File: config.mk
export PLATFORM = sky130hd
export DESIGN_NAME = gfx_draw_top
export DESIGN_NICKNAME = d
export VERILOG_FILES = /design/src/verilog/gfx_geom_pkg.sv /design/src/verilog/gfx_mem_pkg.sv /design/src/verilog/gfx_draw_top.sv /design/src/verilog/gfx_pixel_merge.sv /design/src/verilog/gfx_glyph_blit.sv /design/src/verilog/gfx_rect_fill.sv /design/src/verilog/gfx_cmd_dispatch.sv
export SDC_FILE = /design/constraint.sdc
export NUM_CORES = 1
export LEC_CHECK = 0
export ABC_AREA = 1
export BUFFER_PORTS_ARGS = -buffer_cell sky130_fd_sc_hd__buf_2
export CORE_UTILIZATION = 47
export CTS_CLUSTER_DIAMETER = 200
export DETAILED_ROUTE_END_ITERATION = 7
export HOLD_SLACK_MARGIN = 0.05
export MAX_ROUTING_LAYER = met4
export PLACE_DENSITY = 0.68
export SYNTH_ARGS = -nofsm -noshare
export SYNTH_HDL_FRONTEND = slang
export SYNTH_SLANG_ARGS = --single-unit
File: constraint.sdc
create_clock -name clk -period 12.7 [get_ports clk]
set_input_delay 2.54 -clock clk [delete_from_list [all_inputs] [get_ports clk]]
set_output_delay 2.54 -clock clk [all_outputs]
set_load 0.05 [all_outputs]
File: src/verilog/gfx_geom_pkg.sv
`default_nettype none

package gfx_geom_pkg;

    //////////////////////////////////////////////////////////////////////
    // Screen geometry
    //////////////////////////////////////////////////////////////////////

    localparam int screen_width  = 640;
    localparam int screen_height = 480;

    localparam int glyph_dim  = 4;                      // Glyph is 4x4 cells
    localparam int glyph_bits = glyph_dim * glyph_dim;

    typedef logic [9:0]  coord_x_t;
    typedef logic [8:0]  coord_y_t;
    typedef logic [15:0] rgb565_t;

    typedef enum logic [1:0] {
        op_nop   = 2'd0,
        op_rect  = 2'd1,
        op_glyph = 2'd2,
        op_rsvd  = 2'd3
    } gfx_op_e;

    //////////////////////////////////////////////////////////////////////
    // Command payload, 56 bits in either view
    //////////////////////////////////////////////////////////////////////

    typedef struct packed {
        coord_x_t   x;
        coord_y_t   y;
        coord_x_t   width;
        coord_y_t   height;
        rgb565_t    colour;
        logic [1:0] bank;
    } rect_args_t;

    // Bitmap bit i sits at row i/4, column i%4
    typedef struct packed {
        coord_x_t              x;
        coord_y_t              y;
        rgb565_t               colour;
        logic [1:0]            bank;
        logic [glyph_bits-1:0] bitmap;
        logic [2:0]            pad;
    } glyph_args_t;

    typedef union packed {
        rect_args_t  rect;
        glyph_args_t glyph;
    } gfx_payload_u;

    typedef struct packed {
        gfx_op_e      op;
        gfx_payload_u payload;
    } gfx_cmd_t;

endpackage

`default_nettype wire
File: src/verilog/gfx_mem_pkg.sv
`default_nettype none

package gfx_mem_pkg;

    import gfx_geom_pkg::*;

    localparam int bank_w    = 2;
    localparam int fb_addr_w = 24;
    localparam int pix_off_w = fb_addr_w - bank_w;
    localparam int fb_pixels = screen_width * screen_height;

    // Bank on top, linear pixel offset below
    typedef struct packed {
        logic [bank_w-1:0]    bank;
        logic [pix_off_w-1:0] offset;
    } fb_addr_t;

    typedef struct packed {
        fb_addr_t addr;
        rgb565_t  rgb;
    } pix_wr_t;

    typedef struct packed {
        logic rect;
        logic glyph;
    } draw_done_t;

    function automatic fb_addr_t fb_addr(logic [bank_w-1:0] bank, coord_x_t x, coord_y_t y);
        fb_addr_t a;
        a.bank   = bank;
        a.offset = pix_off_w'(y) * pix_off_w'(screen_width) + pix_off_w'(x);
        return a;
    endfunction

endpackage

`default_nettype wire

File: src/verilog/gfx_draw_top.sv
`timescale 1ns/1ps
`default_nettype none

module gfx_draw_top
    import gfx_geom_pkg::*, gfx_mem_pkg::*;
(
    input  logic       clk,
    input  logic       rst_n,

    input  gfx_cmd_t   cmd,
    input  logic       cmd_valid,
    output logic       cmd_ready,

    output pix_wr_t    mem_wr,
    output logic       mem_wr_valid,
    input  logic       mem_wr_ready,

    output draw_done_t done
);

    gfx_payload_u payload;
    logic         rect_cmd_valid;
    logic         rect_cmd_ready;
    logic         glyph_cmd_valid;
    logic         glyph_cmd_ready;
    pix_wr_t      rect_pix;
    logic         rect_pix_valid;
    logic         rect_pix_ready;
    pix_wr_t      glyph_pix;
    logic         glyph_pix_valid;
    logic         glyph_pix_ready;
    logic         rect_done;
    logic         glyph_done;

    gfx_cmd_dispatch gfx_cmd_dispatch_i (
        .clk         (clk),
        .rst_n       (rst_n),
        .cmd         (cmd),
        .cmd_valid   (cmd_valid),
        .cmd_ready   (cmd_ready),
        .payload     (payload),
        .rect_valid  (rect_cmd_valid),
        .rect_ready  (rect_cmd_ready),
        .glyph_valid (glyph_cmd_valid),
        .glyph_ready (glyph_cmd_ready)
    );

    gfx_rect_fill gfx_rect_fill_i (
        .clk       (clk),
        .rst_n     (rst_n),
        .payload   (payload),
        .cmd_valid (rect_cmd_valid),
        .cmd_ready (rect_cmd_ready),
        .pix       (rect_pix),
        .pix_valid (rect_pix_valid),
        .pix_ready (rect_pix_ready),
        .done      (rect_done)
    );

    gfx_glyph_blit gfx_glyph_blit_i (
        .clk       (clk),
        .rst_n     (rst_n),
        .payload   (payload),
        .cmd_valid (glyph_cmd_valid),
        .cmd_ready (glyph_cmd_ready),
        .pix       (glyph_pix),
        .pix_valid (glyph_pix_valid),
        .pix_ready (glyph_pix_ready),
        .done      (glyph_done)
    );

    gfx_pixel_merge gfx_pixel_merge_i (
        .clk          (clk),
        .rst_n        (rst_n),
        .rect_pix     (rect_pix),
        .rect_valid   (rect_pix_valid),
        .rect_ready   (rect_pix_ready),
        .glyph_pix    (glyph_pix),
        .glyph_valid  (glyph_pix_valid),
        .glyph_ready  (glyph_pix_ready),
        .mem_wr       (mem_wr),
        .mem_wr_valid (mem_wr_valid),
        .mem_wr_ready (mem_wr_ready),
        .rect_done    (rect_done),
        .glyph_done   (glyph_done),
        .done         (done)
    );

endmodule

`default_nettype wire

File: src/verilog/gfx_pixel_merge.sv
`timescale 1ns/1ps
`default_nettype none

module gfx_pixel_merge
    import gfx_mem_pkg::*;
(
    input  logic       clk,
    input  logic       rst_n,

    input  pix_wr_t    rect_pix,
    input  logic       rect_valid,
    output logic       rect_ready,
    input  pix_wr_t    glyph_pix,
    input  logic       glyph_valid,
    output logic       glyph_ready,

    output pix_wr_t    mem_wr,
    output logic       mem_wr_valid,
    input  logic       mem_wr_ready,

    input  logic       rect_done,
    input  logic       glyph_done,
    output draw_done_t done
);

    logic sel_glyph;
    logic last_glyph;   // Glyph won the last transfer
    logic locked;
    logic lock_glyph;

    //////////////////////////////////////////////////////////////////////
    // Round robin, grant held while the memory stalls
    //////////////////////////////////////////////////////////////////////

    always_comb begin
        if (locked) begin
            sel_glyph = lock_glyph;
        end else if (rect_valid && glyph_valid) begin
            sel_glyph = !last_glyph;
        end else begin
            sel_glyph = glyph_valid;
        end
    end

    always_ff @(posedge clk or negedge rst_n) begin
        if (!rst_n) begin
            last_glyph <= 1'b0;
            locked     <= 1'b0;
            lock_glyph <= 1'b0;
            done       <= '0;
        end else begin
            locked     <= mem_wr_valid && !mem_wr_ready;
            lock_glyph <= sel_glyph;
            if (mem_wr_valid && mem_wr_ready) begin
                last_glyph <= sel_glyph;
            end
            done.rect  <= rect_done;
            done.glyph <= glyph_done;
        end
    end

    assign mem_wr       = sel_glyph ? glyph_pix : rect_pix;
    assign mem_wr_valid = sel_glyph ? glyph_valid : rect_valid;
    assign rect_ready   = !sel_glyph && mem_wr_ready;
    assign glyph_ready  = sel_glyph && mem_wr_ready;

    a_one_ready: assert property (
        @(posedge clk) disable iff (!rst_n)
        !(rect_ready && glyph_ready)
    );

endmodule

`default_nettype wire

File: src/verilog/gfx_glyph_blit.sv
`timescale 1ns/1ps
`default_nettype none

module gfx_glyph_blit
    import gfx_geom_pkg::*, gfx_mem_pkg::*;
(
    input  logic         clk,
    input  logic         rst_n,

    input  gfx_payload_u payload,
    input  logic         cmd_valid,
    output logic         cmd_ready,

    output pix_wr_t      pix,
    output logic         pix_valid,
    input  logic         pix_ready,
    output logic         done
);

    glyph_args_t           args_q;
    logic [glyph_bits-1:0] mask;        // Set bits still to draw
    logic [glyph_bits-1:0] mask_new;
    logic [glyph_bits-1:0] mask_rest;
    logic [glyph_dim-1:0]  col_vis;
    logic [glyph_dim-1:0]  row_vis;
    logic [glyph_bits-1:0] vis;
    logic [3:0]            bit_idx;
    logic                  accept;
    logic                  xfer;

    assign cmd_ready = (mask == '0);
    assign pix_valid = (mask != '0);
    assign accept    = cmd_valid && cmd_ready;
    assign xfer      = pix_valid && pix_ready;

    // Which columns and rows of the cell land on screen
    always_comb begin
        for (int i = 0; i < glyph_dim; i++) begin
            col_vis[i] = ({1'b0, payload.glyph.x} + 11'(i)) < 11'(screen_width);
            row_vis[i] = ({1'b0, payload.glyph.y} + 10'(i)) < 10'(screen_height);
        end
        for (int i = 0; i < glyph_bits; i++) begin
            vis[i] = col_vis[i % glyph_dim] && row_vis[i / glyph_dim];
        end
    end

    assign mask_new = payload.glyph.bitmap & vis;

    // Lowest set bit goes first
    always_comb begin
        bit_idx = '0;
        for (int i = glyph_bits - 1; i >= 0; i--) begin
            if (mask[i]) begin
                bit_idx = 4'(i);
            end
        end
    end

    assign mask_rest = mask & ~(glyph_bits'(1) << bit_idx);

    always_ff @(posedge clk) begin
        if (accept) begin
            args_q <= payload.glyph;
        end
    end

    always_ff @(posedge clk or negedge rst_n) begin
        if (!rst_n) begin
            mask <= '0;
            done <= 1'b0;
        end else begin
            done <= 1'b0;
            if (accept) begin
                mask <= mask_new;
                done <= (mask_new == '0);   // Nothing visible
            end else if (xfer) begin
                mask <= mask_rest;
                done <= (mask_rest == '0);
            end
        end
    end

    assign pix.addr = fb_addr(args_q.bank, args_q.x + coord_x_t'(bit_idx[1:0]),
                              args_q.y + coord_y_t'(bit_idx[3:2]));
    assign pix.rgb  = args_q.colour;

    a_bit_set: assert property (
        @(posedge clk) disable iff (!rst_n)
        pix_valid |-> mask[bit_idx]
    );

endmodule

`default_nettype wire

File: src/verilog/gfx_rect_fill.sv
`timescale 1ns/1ps
`default_nettype none

module gfx_rect_fill
    import gfx_geom_pkg::*, gfx_mem_pkg::*;
(
    input  logic         clk,
    input  logic         rst_n,

    input  gfx_payload_u payload,
    input  logic         cmd_valid,
    output logic         cmd_ready,

    output pix_wr_t      pix,
    output logic         pix_valid,
    input  logic         pix_ready,
    output logic         done
);

    rect_args_t  args_q;
    coord_x_t    w_clip;
    coord_y_t    h_clip;
    coord_x_t    dx;
    coord_y_t    dy;
    logic        busy;
    logic [10:0] x_sum;
    logic [9:0]  y_sum;
    logic [10:0] x_lim;
    logic [9:0]  y_lim;
    coord_x_t    w_new;
    coord_y_t    h_new;
    logic        accept;
    logic        xfer;

    assign cmd_ready = !busy;
    assign accept    = cmd_valid && cmd_ready;
    assign xfer      = pix_valid && pix_ready;

    // Clip right and bottom edges against the screen
    assign x_sum = {1'b0, payload.rect.x} + {1'b0, payload.rect.width};
    assign y_sum = {1'b0, payload.rect.y} + {1'b0, payload.rect.height};
    assign x_lim = (x_sum < 11'(screen_width)) ? x_sum : 11'(screen_width);
    assign y_lim = (y_sum < 10'(screen_height)) ? y_sum : 10'(screen_height);
    assign w_new = (payload.rect.x < screen_width) ? coord_x_t'(x_lim - {1'b0, payload.rect.x}) : '0;
    assign h_new = (payload.rect.y < screen_height) ? coord_y_t'(y_lim - {1'b0, payload.rect.y}) : '0;

    always_ff @(posedge clk) begin
        if (accept) begin
            args_q <= payload.rect;
            w_clip <= w_new;
            h_clip <= h_new;
        end
    end

    always_ff @(posedge clk or negedge rst_n) begin
        if (!rst_n) begin
            busy <= 1'b0;
            dx   <= '0;
            dy   <= '0;
            done <= 1'b0;
        end else begin
            done <= 1'b0;
            if (accept) begin
                dx   <= '0;
                dy   <= '0;
                busy <= (w_new != '0) && (h_new != '0);
                done <= (w_new == '0) || (h_new == '0);   // Empty area
            end else if (xfer) begin
                if (dx == w_clip - 1'b1) begin
                    dx <= '0;
                    if (dy == h_clip - 1'b1) begin
                        busy <= 1'b0;
                        done <= 1'b1;
                    end else begin
                        dy <= dy + 1'b1;
                    end
                end else begin
                    dx <= dx + 1'b1;
                end
            end
        end
    end

    assign pix_valid = busy;
    assign pix.addr  = fb_addr(args_q.bank, args_q.x + dx, args_q.y + dy);
    assign pix.rgb   = args_q.colour;

    a_in_screen: assert property (
        @(posedge clk) disable iff (!rst_n)
        pix_valid |-> (pix.addr.offset < fb_pixels)
    );

    a_hold: assert property (
        @(posedge clk) disable iff (!rst_n)
        pix_valid && !pix_ready |=> pix_valid && $stable(pix)
    );

endmodule

`default_nettype wire

File: src/verilog/gfx_cmd_dispatch.sv
`timescale 1ns/1ps
`default_nettype none

module gfx_cmd_dispatch
    import gfx_geom_pkg::*;
(
    input  logic         clk,
    input  logic         rst_n,

    input  gfx_cmd_t     cmd,
    input  logic         cmd_valid,
    output logic         cmd_ready,

    output gfx_payload_u payload,
    output logic         rect_valid,
    input  logic         rect_ready,
    output logic         glyph_valid,
    input  logic         glyph_ready
);

    // Both engines see the same payload, valid picks the taker
    assign payload = cmd.payload;

    always_comb begin
        rect_valid  = 1'b0;
        glyph_valid = 1'b0;
        cmd_ready   = 1'b1;             // Nop and reserved just drain
        case (cmd.op)
            op_rect: begin
                rect_valid = cmd_valid;
                cmd_ready  = rect_ready;
            end
            op_glyph: begin
                glyph_valid = cmd_valid;
                cmd_ready   = glyph_ready;
            end
            default: begin
            end
        endcase
    end

    //////////////////////////////////////////////////////////////////////
    // Checks
    //////////////////////////////////////////////////////////////////////

    a_one_engine: assert property (
        @(posedge clk) disable iff (!rst_n)
        !(rect_valid && glyph_valid)
    );

endmodule

`default_nettype wire

==> results.yml <==
synth:
  synth_area_leader_cell: "edfxtp_1"
  yosys_warnings: 0
  synth_ff_type: "edfxtp_1"
  yosys.area.top_type_share: 0.262
  synth_most_common_cell: "nand2_1"
  syn_avg_cell_area_sq_um: 7.74
  synth_edf_count: 93
  yosysUniqueCellTypes: 54
  synth.top_cells.by_area: "edfxtp_1 26%, ha_1 11%, nand2_1 11%"
  synthCells: 1378
  async_flop_share: 0.316
  ys_ff_latch: 136
  yosys-top-cells-count: "315 x nand2_1, 221 x inv_1, 132 x nor2_1"
  ys_seq_area_frac: 0.363
  netlist_area_sq_um: 10700
worst_setup_path:
  r2r_end: "gfx_glyph_blit_i.mask[10]"
  crit_required_ns: 10.16
  worst_ep_arrival_time_ns: 5.15
  crit_start: "gfx_glyph_blit_i.mask[5]"
  end_kind: "output pin"
  reg2reg_from: "gfx_glyph_blit_i.mask[12]"
  crit_type: "reg2out"
  critPathMaxFanout: 11
  r2r_cells: 14
  reg2reg_slack_ns: 8.98
  cp-start-kind: "flop"
place:
  io_buffers: 102
  dp_hpwl_um: 21600
  gp_congestion: 0.948
sta:
  fin_crit_sh: 0.606
  hold_violations: 0
  setup_tns_ns: 0
  tightestPinTransition_ns: 0.839
  fin_skew_ns: 0.0118
  drv_slew: 0
  min_period_ns: 7.69
  slew_headroom: 0.441
  setup_viol: 0
  rsz0062_at_grt: "no"
  fmax_ghz: 0.130
grt:
  grt_usage: 0.253
  grt_overflow_total: 0
  antenna_found_initial: 0
  grt_max_degree: 64
  grt_first_pass_wirelength_um: 44900
  grt_pass1_vias: 8823
cts:
  h-tree-depth: 4
  cts.repair.resized: 0
  numCtsBuffers: 17
  clk_pin_slew_ns: 0.06
  clock_path_buffers: 2
  postCtsSetupRepairBufs: 0
  root_buffer: "clkbuf_16"
  clk_latency_ns: 0.43
  cts_hold_buf: 0
  cts_sinks: 136
  cts_tree: "done"
min_path:
  hp-start: "gfx_rect_fill_i.done"
  hold-path-cell-count: 0
  holdCritPathClass: "reg2reg"
  min_to: "gfx_pixel_merge_i.done[1]"
die:
  die_x_um: 153
  dieHeight_um: 153
  rows: 54
  die_area_sq_um: 23300
  io_pins: 106
  start_util: 0.484
  core_area_sq_um: 22000
drt:
  first_pass_iters: 7
  wirelength_um: 27800
  drc: 0
  wl_per_cell_um: 15.6
  drtIter0Drc: 725
  vias: 9409
  ant_nets: 0
  vias_per_cell: 5.29
finish:
  fill_cells: 2112
  fin_nets: 1655
  diodes: 0
  layout-drive-gt1-share: 0.106
  area_growth_pct: 13.0
flow_run:
  cap_violations: 0
status:
  outcome: "finished clean"
[layout by cell type (no fill, tap or decap), drive strengths merged, types with 9 or more instances in the layout]
cell,n
nor2,134
nor3,23
inv,228
fa,11
clkbuf,17
o221ai,11
nand3b,9
xnor2,30
dfrtp,43
buf,107
o21ai,55
nand2,317
nand3,106
ha,95
a21oi,83
nand4,24
o21bai,9
edfxtp,93
xor2,42
[worst max path at each step]
stage	to	cells past startpoint
global placement	mem_wr[33]	27
CTS	mem_wr[33]	27
detailed placement	mem_wr[33]	27
floorplan	mem_wr[33]	39
finish	mem_wr[33]	27
global route	mem_wr[33]	40
[through the flow]
step / area [sq um] / hold WS (ns) / std cells / utilization / worst slack (ns)
2_1_floorplan: 10700 / 0.331 / 1380 / - / 5.63
3_3_place_gp: 11500 / 0.339 / 1748 / 0.521 / 5.55
3_5_place_dp: 11500 / 0.345 / 1748 / 0.521 / 5.48
4_1_cts: 12000 / 0.360 / 1780 / 0.547 / 5.02
5_1_grt: 12000 / 0.360 / 1780 / 0.547 / 4.31
6_report: 12000 / 0.352 / 1780 / 0.547 / 5.01
[metal layers]
metal  GRT usage  part of all wire  up-vias
li1            -                 -     4781
met1       0.330              0.47     4340
met2       0.414              0.47      253
met3      0.0270             0.046       35
met4      0.0794             0.016        0
met5           -                 0        -
[layout make-up]
type	instances	area [sq um]	share of cell area
clock inverters	15	144	0.0119
inverters	223	837	0.0695
repair buffers	107	548	0.0455
multi-input cells	1002	5880	0.488
flip-flops and latches	136	3870	0.321
well taps	280	350	0.0291
clock buffers	17	425	0.0353
[critical path, cell delays in order, from the launching register on]
cell	delay (ns)
dfrtp_1	0.40
nor2_1	0.17
nand3_1	0.09
inv_1	0.07
nand2_1	0.06
nor2_1	0.57
nand2_1	0.21
nand2_1	0.12
inv_1	0.04
ha_1	0.18
inv_1	0.04
nand2_1	0.07
nand2_1	0.08
nor2_2	0.05
xnor2_1	0.12
inv_1	0.08
ha_1	0.30
inv_1	0.06
fa_1	0.46
o31ai_1	0.38
a21oi_1	0.12
o21bai_1	0.20
xor2_1	0.25
nor2_1	0.09
nand3_1	0.09
nand2_1	0.05
o21ai_1	0.12
buf_2	0.27
[flip-flops by register name (all words and copies together) (netlist names)]
name and count:
gfx_pixel_merge_i.lock_glyph 1, gfx_pixel_merge_i.last_glyph 1, gfx_pixel_merge_i.done 2, gfx_pixel_merge_i.locked 1
gfx_rect_fill_i.done 1, gfx_rect_fill_i.dy 9, gfx_rect_fill_i.dx 10, gfx_glyph_blit_i.pix 18
gfx_glyph_blit_i.mask 16, gfx_glyph_blit_i.done 1, gfx_rect_fill_i.pix 18, gfx_rect_fill_i.h_clip 9
gfx_rect_fill_i.w_clip 10, gfx_rect_fill_i.pix_valid 1, gfx_glyph_blit_i.args_q 19, gfx_rect_fill_i.args_q 19
[cell families (layout without fill, tap and decap cells)]
group           Yosys count  after routing  share of synthesized area
compound gates          185            185                      0.100
xor+xnor                 72             72                     0.0591
fa+ha+maj               106            106                      0.132
buf+inv                 242            362                     0.0880
flops                   136            136                      0.363
mux                       1              1                   0.000939
other cells               1              3                   0.000352
simple gates            635            635                      0.256
Power is left out: the tool's default activity adds up to more than one toggle a clock period on the data nets, which glitch-free logic cannot reach.
